==> config.mk <==
export PLATFORM = sky130hd
export DESIGN_NAME = spectrum_display
export DESIGN_NICKNAME = d
export VERILOG_FILES = /design/src/verilog/disp_pkg.sv /design/src/verilog/spec_pkg.sv /design/src/verilog/vid_if.sv /design/src/verilog/video_timing.sv /design/src/verilog/bin_store.sv /design/src/verilog/bar_render.sv /design/src/verilog/pixel_compose.sv /design/src/verilog/spectrum_display.sv
export SDC_FILE = /design/constraint.sdc
export NUM_CORES = 1
export LEC_CHECK = 0
export ABC_AREA = 1
export BUFFER_PORTS_ARGS = -buffer_cell sky130_fd_sc_hd__buf_4
export CAP_MARGIN = 20
export CORE_MARGIN = 3
export CORE_UTILIZATION = 61
export DETAILED_ROUTE_END_ITERATION = 10
export PLACE_DENSITY = 0.78
export SLEW_MARGIN = 40
export SYNTH_ARGS = -nofsm -noshare
export SYNTH_HDL_FRONTEND = slang
export SYNTH_SLANG_ARGS = --single-unit
==> constraint.sdc <==
create_clock -name pix_clk -period 2.8 [get_ports pix_clk]
set_input_delay 0.14 -clock pix_clk [delete_from_list [all_inputs] [get_ports pix_clk]]
set_output_delay 0.14 -clock pix_clk [all_outputs]
set_load 0.02 [all_outputs]
==> src/verilog/disp_pkg.sv <==
package disp_pkg;

    typedef logic [6:0]  coord_t;
    typedef logic [15:0] rgb_t;

    // ==================================================
    // video timing, 64x32 active
    // ==================================================
    localparam coord_t H_ACT    = 7'd64;
    localparam coord_t H_TOTAL  = 7'd80;
    localparam coord_t HS_START = 7'd68;
    localparam coord_t HS_END   = 7'd72;
    localparam coord_t V_ACT    = 7'd32;
    localparam coord_t V_TOTAL  = 7'd36;
    localparam coord_t VS_START = 7'd33;
    localparam coord_t VS_END   = 7'd35;

    // ==================================================
    // label overlay
    // ==================================================
    localparam coord_t LABEL_X    = 7'd52;
    localparam coord_t LABEL_Y    = 7'd2;
    localparam coord_t LABEL_SIZE = 7'd8;

    // row 0 on top, bit 7 leftmost.
    localparam logic [7:0] LABEL_GLYPH [0:7] = '{
        8'h3c, 8'h66, 8'h60, 8'h3c,
        8'h06, 8'h66, 8'h3c, 8'h00
    };

    localparam rgb_t BAR_COLOR   = 16'h05ff;
    localparam rgb_t LABEL_COLOR = 16'hffff;
    localparam rgb_t BG_COLOR    = 16'h0000;

endpackage

==> src/verilog/spec_pkg.sv <==
package spec_pkg;

    typedef logic [4:0] bin_idx_t;
    typedef logic [7:0] mag_t;

    // ==================================================
    // spectrum layout
    // ==================================================
    localparam int BIN_COUNT    = 24;
    localparam int BAR_WIDTH    = 2;  // pixels per bin.
    localparam int HEIGHT_SHIFT = 3;  // 255 maps to 31 rows.

    // ==================================================
    // write path
    // ==================================================
    // one credit per queue slot.
    localparam int CREDITS = 4;

endpackage

==> src/verilog/vid_if.sv <==
interface vid_if
    import disp_pkg::*;
();

    coord_t x;   // pixel within line.
    coord_t y;   // line within frame.
    logic   de;  // active area.
    logic   hs;
    logic   vs;

    // stage driving the bundle.
    modport src (
        output x,
        output y,
        output de,
        output hs,
        output vs
    );

    // stage consuming it.
    modport snk (
        input x,
        input y,
        input de,
        input hs,
        input vs
    );

endinterface

==> src/verilog/video_timing.sv <==
module video_timing
    import disp_pkg::*;
(
    input  logic pix_clk,
    input  logic rstn,
    vid_if.src   vid
);

    coord_t h_cnt;
    coord_t v_cnt;
    logic   h_last;
    logic   v_last;

    assign h_last = (h_cnt == H_TOTAL - 1'b1);
    assign v_last = (v_cnt == V_TOTAL - 1'b1);

    // ==================================================
    // pixel and line counters
    // ==================================================
    always_ff @(posedge pix_clk or negedge rstn) begin
        if (!rstn) begin
            h_cnt <= '0;
            v_cnt <= '0;
        end else begin
            if (h_last) begin
                h_cnt <= '0;
                v_cnt <= v_last ? '0 : v_cnt + 1'b1;  // next line.
            end else begin
                h_cnt <= h_cnt + 1'b1;
            end
        end
    end

    // ==================================================
    // registered decode
    // ==================================================
    always_ff @(posedge pix_clk or negedge rstn) begin
        if (!rstn) begin
            vid.x  <= '0;
            vid.y  <= '0;
            vid.de <= 1'b0;
            vid.hs <= 1'b0;
            vid.vs <= 1'b0;
        end else begin
            vid.x  <= h_cnt;
            vid.y  <= v_cnt;
            vid.de <= (h_cnt < H_ACT) && (v_cnt < V_ACT);
            vid.hs <= (h_cnt >= HS_START) && (h_cnt < HS_END);
            vid.vs <= (v_cnt >= VS_START) && (v_cnt < VS_END);
        end
    end

    // x always wraps before the line total.
    a_x_range: assert property (
        @(posedge pix_clk) disable iff (!rstn)
        vid.x < H_TOTAL
    );

endmodule

==> src/verilog/bin_store.sv <==
module bin_store
    import spec_pkg::*;
(
    input  logic     pix_clk,
    input  logic     rstn,
    input  logic     vs,
    input  logic     bin_valid,
    input  bin_idx_t bin_index,
    input  mag_t     bin_mag,
    input  bin_idx_t rd_index,
    output mag_t     rd_mag,
    output logic     credit_return
);

    // write queue.
    bin_idx_t q_idx [CREDITS];
    mag_t     q_mag [CREDITS];
    logic [$clog2(CREDITS)-1:0] wr_ptr;
    logic [$clog2(CREDITS)-1:0] rd_ptr;
    logic [$clog2(CREDITS):0]   q_count;
    logic     drain;

    // bin memory.
    mag_t     mem [BIN_COUNT];
    logic [BIN_COUNT-1:0] written;  // bins that hold a committed value.

    // commit only while vertical sync is up.
    assign drain = vs && (q_count != '0);

    // ==================================================
    // queue
    // ==================================================
    always_ff @(posedge pix_clk) begin
        if (bin_valid) begin
            q_idx[wr_ptr] <= bin_index;
            q_mag[wr_ptr] <= bin_mag;
        end
    end

    always_ff @(posedge pix_clk or negedge rstn) begin
        if (!rstn) begin
            wr_ptr        <= '0;
            rd_ptr        <= '0;
            q_count       <= '0;
            credit_return <= 1'b0;
        end else begin
            if (bin_valid) begin
                wr_ptr <= wr_ptr + 1'b1;
            end
            if (drain) begin
                rd_ptr <= rd_ptr + 1'b1;
            end
            case ({bin_valid, drain})
                2'b10:   q_count <= q_count + 1'b1;
                2'b01:   q_count <= q_count - 1'b1;
                default: q_count <= q_count;
            endcase
            credit_return <= drain;  // one credit back per commit.
        end
    end

    // ==================================================
    // bin memory
    // ==================================================
    always_ff @(posedge pix_clk) begin
        if (drain) begin
            mem[q_idx[rd_ptr]] <= q_mag[rd_ptr];
        end
        if (rd_index < bin_idx_t'(BIN_COUNT) && written[rd_index]) begin
            rd_mag <= mem[rd_index];
        end else begin
            rd_mag <= '0;  // never written reads as zero.
        end
    end

    always_ff @(posedge pix_clk or negedge rstn) begin
        if (!rstn) begin
            written <= '0;
        end else if (drain) begin
            written[q_idx[rd_ptr]] <= 1'b1;
        end
    end

    a_no_overrun: assert property (
        @(posedge pix_clk) disable iff (!rstn)
        bin_valid |-> (q_count != ($clog2(CREDITS)+1)'(CREDITS))
    );

    a_index_range: assert property (
        @(posedge pix_clk) disable iff (!rstn)
        bin_valid |-> (bin_index < bin_idx_t'(BIN_COUNT))
    );

endmodule

==> src/verilog/bar_render.sv <==
module bar_render
    import disp_pkg::*;
    import spec_pkg::*;
(
    input  logic     pix_clk,
    input  logic     rstn,
    vid_if.snk       vin,
    input  mag_t     rd_mag,
    vid_if.src       vout,
    output bin_idx_t rd_index,
    output logic     bar_hit
);

    logic   in_range_q;  // column and line fall on the bar area.
    coord_t row_up_q;    // line counted up from the bottom.
    mag_t   bar_height;

    // bin lookup, data back next cycle.
    assign rd_index = bin_idx_t'(vin.x / BAR_WIDTH);

    // ==================================================
    // coordinate pipeline
    // ==================================================
    always_ff @(posedge pix_clk or negedge rstn) begin
        if (!rstn) begin
            vout.x     <= '0;
            vout.y     <= '0;
            vout.de    <= 1'b0;
            vout.hs    <= 1'b0;
            vout.vs    <= 1'b0;
            in_range_q <= 1'b0;
        end else begin
            vout.x     <= vin.x;
            vout.y     <= vin.y;
            vout.de    <= vin.de;
            vout.hs    <= vin.hs;
            vout.vs    <= vin.vs;
            in_range_q <= (vin.x < coord_t'(BIN_COUNT * BAR_WIDTH)) && (vin.y < V_ACT);
        end
    end

    always_ff @(posedge pix_clk) begin
        row_up_q <= V_ACT - vin.y - 1'b1;
    end

    // ==================================================
    // bar coverage
    // ==================================================
    // aligned with rd_mag, so no extra register.
    assign bar_height = rd_mag >> HEIGHT_SHIFT;
    assign bar_hit    = in_range_q && ({1'b0, row_up_q} < bar_height);

endmodule

==> src/verilog/pixel_compose.sv <==
module pixel_compose
    import disp_pkg::*;
(
    input  logic pix_clk,
    input  logic rstn,
    vid_if.snk   vin,
    input  logic bar_hit,
    output logic vs_out,
    output logic hs_out,
    output logic de_out,
    output rgb_t rgb_data
);

    logic       in_label;
    logic [2:0] gly_row;
    logic [2:0] gly_col;
    logic       glyph_on;
    rgb_t       pix_next;

    // ==================================================
    // label overlay and colour select
    // ==================================================
    always_comb begin
        in_label = (vin.x >= LABEL_X) && (vin.x < LABEL_X + LABEL_SIZE) &&
                   (vin.y >= LABEL_Y) && (vin.y < LABEL_Y + LABEL_SIZE);
        gly_row  = 3'(vin.y - LABEL_Y);
        gly_col  = 3'(vin.x - LABEL_X);
        glyph_on = in_label && LABEL_GLYPH[gly_row][3'd7 - gly_col];  // msb is left.

        if (!vin.de) begin
            pix_next = BG_COLOR;
        end else if (bar_hit) begin
            pix_next = BAR_COLOR;
        end else if (glyph_on) begin
            pix_next = LABEL_COLOR;
        end else begin
            pix_next = BG_COLOR;
        end
    end

    // ==================================================
    // output register
    // ==================================================
    always_ff @(posedge pix_clk or negedge rstn) begin
        if (!rstn) begin
            vs_out   <= 1'b0;
            hs_out   <= 1'b0;
            de_out   <= 1'b0;
            rgb_data <= '0;
        end else begin
            vs_out   <= vin.vs;
            hs_out   <= vin.hs;
            de_out   <= vin.de;
            rgb_data <= pix_next;
        end
    end

    // syncs sit in blanking after both stage delays.
    a_sync_blank: assert property (
        @(posedge pix_clk) disable iff (!rstn)
        de_out |-> !hs_out && !vs_out
    );

endmodule

==> src/verilog/spectrum_display.sv <==
module spectrum_display
    import disp_pkg::*;
    import spec_pkg::*;
(
    input  logic     pix_clk,
    input  logic     rstn,
    input  logic     bin_valid,
    input  bin_idx_t bin_index,
    input  mag_t     bin_mag,
    output logic     credit_return,
    output logic     vs_out,
    output logic     hs_out,
    output logic     de_out,
    output rgb_t     rgb_data
);

    vid_if tg_vid ();  // timing to renderer.
    vid_if br_vid ();  // renderer to composer.

    bin_idx_t rd_index;
    mag_t     rd_mag;
    logic     bar_hit;

    // ==================================================
    // pipeline
    // ==================================================
    video_timing u_timing (
        .pix_clk (pix_clk),
        .rstn    (rstn),
        .vid     (tg_vid.src)
    );

    bin_store u_bins (
        .pix_clk       (pix_clk),
        .rstn          (rstn),
        .vs            (tg_vid.vs),
        .bin_valid     (bin_valid),
        .bin_index     (bin_index),
        .bin_mag       (bin_mag),
        .rd_index      (rd_index),
        .rd_mag        (rd_mag),
        .credit_return (credit_return)
    );

    bar_render u_bars (
        .pix_clk  (pix_clk),
        .rstn     (rstn),
        .vin      (tg_vid.snk),
        .rd_mag   (rd_mag),
        .vout     (br_vid.src),
        .rd_index (rd_index),
        .bar_hit  (bar_hit)
    );

    pixel_compose u_compose (
        .pix_clk  (pix_clk),
        .rstn     (rstn),
        .vin      (br_vid.snk),
        .bar_hit  (bar_hit),
        .vs_out   (vs_out),
        .hs_out   (hs_out),
        .de_out   (de_out),
        .rgb_data (rgb_data)
    );

endmodule

==> results.txt <==
run status - finished clean
CP Launch Type - register
Synth Flop Type - edfxtp_1
critical register-to-register path endpoint - u_bins.mem[23][6]$_DFFE_PP_
Inst Count DP - 1167
R2R setup slack - 0.44 ns
Post-Synthesis Cell Area - 10500 um2
RSZ-0062 raised after global routing - no
Die H - 137 um
Hold WC Path Type - in2async
share of layout cells above drive strength 1 - 0.101
DR WL/cell - 17.5 um
vias in the first global route - 6865
antenna fix cells - 0
Rows - 47
Final Wtd Congestion - 0.835
Max Freq - 0.424 GHz
Layout Utilization - 0.710
P&R area growth vs syn - 12.8%
Slew @ Worst Pin - 0.715 ns
Worst EP arrival - 2.51 ns
maximum clock path buffer count - 3
Min Clock Period, post-route - 2.36 ns
Leak - 4.95 nW
Filler cells - 1134
Hold Fails Final Rpt - 0
DP HPWL - 12400 um
Die X - 137 um
Syn Nets - 984
placed cell area - 10900 um2
Worst EP required - 2.95 ns
Clock Power Share - 0.405
Final nets - 1022
top area cells in the synthesized netlist - edfxtp_1 (46%), dfrtp_1 (20%), nand2_1 (6.2%), nand3_1 (4.3%), nor2_1 (3.9%)
Net Sw Power - 1.74 mW
Setup Total Neg Slack - 0 ns
number of port buffers - 32
most common cell after layout, fill and taps aside - nand2_1
share of the yosys chip area belonging to registers - 0.684
Int Pwr - 6.27 mW
clk_skew - 0.0147 ns
largest net degree at the start of global routing - 80
top-area cell type share of the netlist area - 0.457
Reg2Reg Depth - 8
DR vias - 6811
Power Density - 675 nW/um2
post-route ant nets - 0
starting density of the core - 0.630
fin area - 11900 um2
Synth Instances - 948
Reg power frac - 0.539
initial antenna violation count - 0
slew margin rel. - 0.523
Vias/cell - 5.56
Clock Latency Late Sink - 0.51 ns
1st-pass router iterations - 5
most frequent cells in the layout - nand2_1 (175), edfxtp_1 (160), nor2_1 (110)
Cell Count, Final, Fillers Out - 1225
ys async rst share - 0.333
die footprint - 18800 um2
H-tree depth - 1
core area - 16700 um2
fin. max-slew vios - 0
final wirelength - 21500 um
YS warnings - 0
Post-CTS Resized - 0
global-route wire length before repair - 34700 um
register bit total from synthesis - 258
Yosys top cell by area - edfxtp_1
initial DRC count - 481
final setup fails - 0
crit path max fanout - 13
Crit Path Class - reg2reg
Setup crit end kind - register
remaining global-route overflow - 0
Final WS setup - 0.444 ns
Residual DRC - 0
CTS tree - yes
max-cap viol count - 0
Netlist cell types - 34
Top Ports - 36
Combinational Power Share - 0.056
Num CTS Buffers - 25
CTS Root Cell - clkbuf_16
Post-Syn Area per Cell - 11.1 um2
Peak supply drop - 845 uV
clock-pin slew on the worst setup and hold paths - 0.06 ns
TritonCTS sink count - 258
Post-synth EDFFs - 160
GRT Overall Usage - 0.237
Tcrit/Tclk final - 0.842
post-place setup slack - 0.512 ns
post-CTS setup buffer count - 0
RR Startpoint - u_bins.rd_ptr[0]$_DFFE_PN0P_
Net Sw Frac - 0.217
==> worst max-delay path, stage by stage (launching register included) <==
cell     delay, ns
dfrtp_1       0.38
inv_1         0.31
buf_4         0.24
nand2_1       0.06
nand3_1       0.06
nand2_1       0.09
inv_1         0.12
nand3_1       0.27
nor2_1        0.45
==> sequential cells by signal (all words and copies together) (netlist names), 2 cells and up <==
| name | count |
|---|---|
| u_bins.rd_ptr | 2 |
| u_bars.vout.y | 7 |
| u_bins.wr_ptr | 2 |
| u_bins.q_count | 3 |
| u_bins.q_idx | 20 |
| u_bins.written | 24 |
| u_timing.v_cnt | 7 |
| u_timing.vid.y | 7 |
| u_bins.q_mag | 20 |
| u_timing.vid.x | 7 |
| u_bars.vout.x | 7 |
| u_compose.rgb_data | 2 |
| u_timing.h_cnt | 7 |
| u_bins.mem | 120 |
| u_bars.row_up_q | 7 |
| u_bins.rd_mag | 5 |
==> logic make-up (layout without fill, tap and decap cells) <==
group,count (synthesis),in the layout,synth area share
AO/OA/AOI/OAI,107,107,0.0600
XOR/XNOR,11,11,0.00916
adder cells (fa/ha/maj),20,20,0.0245
buffers and inverters,153,210,0.0632
flip-flops,258,258,0.684
AND/OR/NAND/NOR,399,399,0.159
==> cells in the mapped netlist (11+ instances only) <==
cell type,count
buf_2,21
nor2_1,110
dfxtp_1,12
nand2_1,175
a21oi_1,11
edfxtp_1,160
dfrtp_1,86
o21ai_0,60
o211ai_1,14
nand3_1,90
ha_1,19
inv_1,99
buf_4,17
==> power by group through the flow <==
| stage | Combinational (mW) | Clock, mW | Sequential [mW] |
|---|---|---|---|
| after floorplan | 0.239 | 0 | 4.38 |
| after global placement | 0.400 | 0 | 4.39 |
| after detailed placement | 0.423 | 0 | 4.39 |
| after CTS | 0.440 | 3.28 | 4.31 |
| after global routing | 0.507 | 3.43 | 4.33 |
| final | 0.447 | 3.24 | 4.32 |
==> per-stage QoR <==
| stage | power [mW] | hold slack, ns |
|---|---|---|
| finish | 8.01 | 0.232 |
| global route | 8.27 | 0.292 |
| CTS | 8.03 | 0.245 |
| detailed placement | 4.81 | 0.245 |
| global placement | 4.79 | 0.239 |
| floorplan | 4.62 | -0.156 |
==> area by class of cell <==
class	instances	area, um2	share of cell area
Clock buffer	34	712	0.0600
Clock inverter	12	91.3	0.00770
Inverter	103	387	0.0326
Multi-Input combinational cell	537	2690	0.226
Sequential cell	258	7200	0.607
Tap cell	220	275	0.0232
Timing Repair Buffer	61	513	0.0432
==> worst max-delay path by stage <==
stage	from	to	slack (ns)	depth (start not counted)
3_5_place_dp	u_bins.rd_ptr[0]$_DFFE_PN0P_	u_bins.mem[18][4]$_DFFE_PP_	0.51	8
5_1_grt	u_bins.rd_ptr[0]$_DFFE_PN0P_	u_bins.mem[23][6]$_DFFE_PP_	0.30	8
3_3_place_gp	u_bins.rd_ptr[0]$_DFFE_PN0P_	u_bins.mem[22][5]$_DFFE_PP_	0.56	8
4_1_cts	u_bins.rd_ptr[0]$_DFFE_PN0P_	u_bins.mem[23][6]$_DFFE_PP_	0.44	8
6_report	u_bins.rd_ptr[0]$_DFFE_PN0P_	u_bins.mem[23][6]$_DFFE_PP_	0.44	8
2_1_floorplan	u_bins.rd_ptr[0]$_DFFE_PN0P_	u_bins.mem[0][3]$_DFFE_PP_	0.77	5
==> layer usage <==
metal  global-route usage  vias to the layer above  share of wire
met2                0.400                      239           0.50
met4                0.101                        0          0.035
li1                     -                     3219              -
met5                    0                        -              0
met1                0.316                     3295           0.40
met3               0.0292                       58          0.057
==> repair_timing <==
| item | in CTS | in global routing |
|---|---|---|
| endpoints found under the hold margin | 94 | 0 |
| setup endpoints to repair | 0 | 0 |
| hold buffers | 12 | 0 |
(Power assumes the default switching activity.)
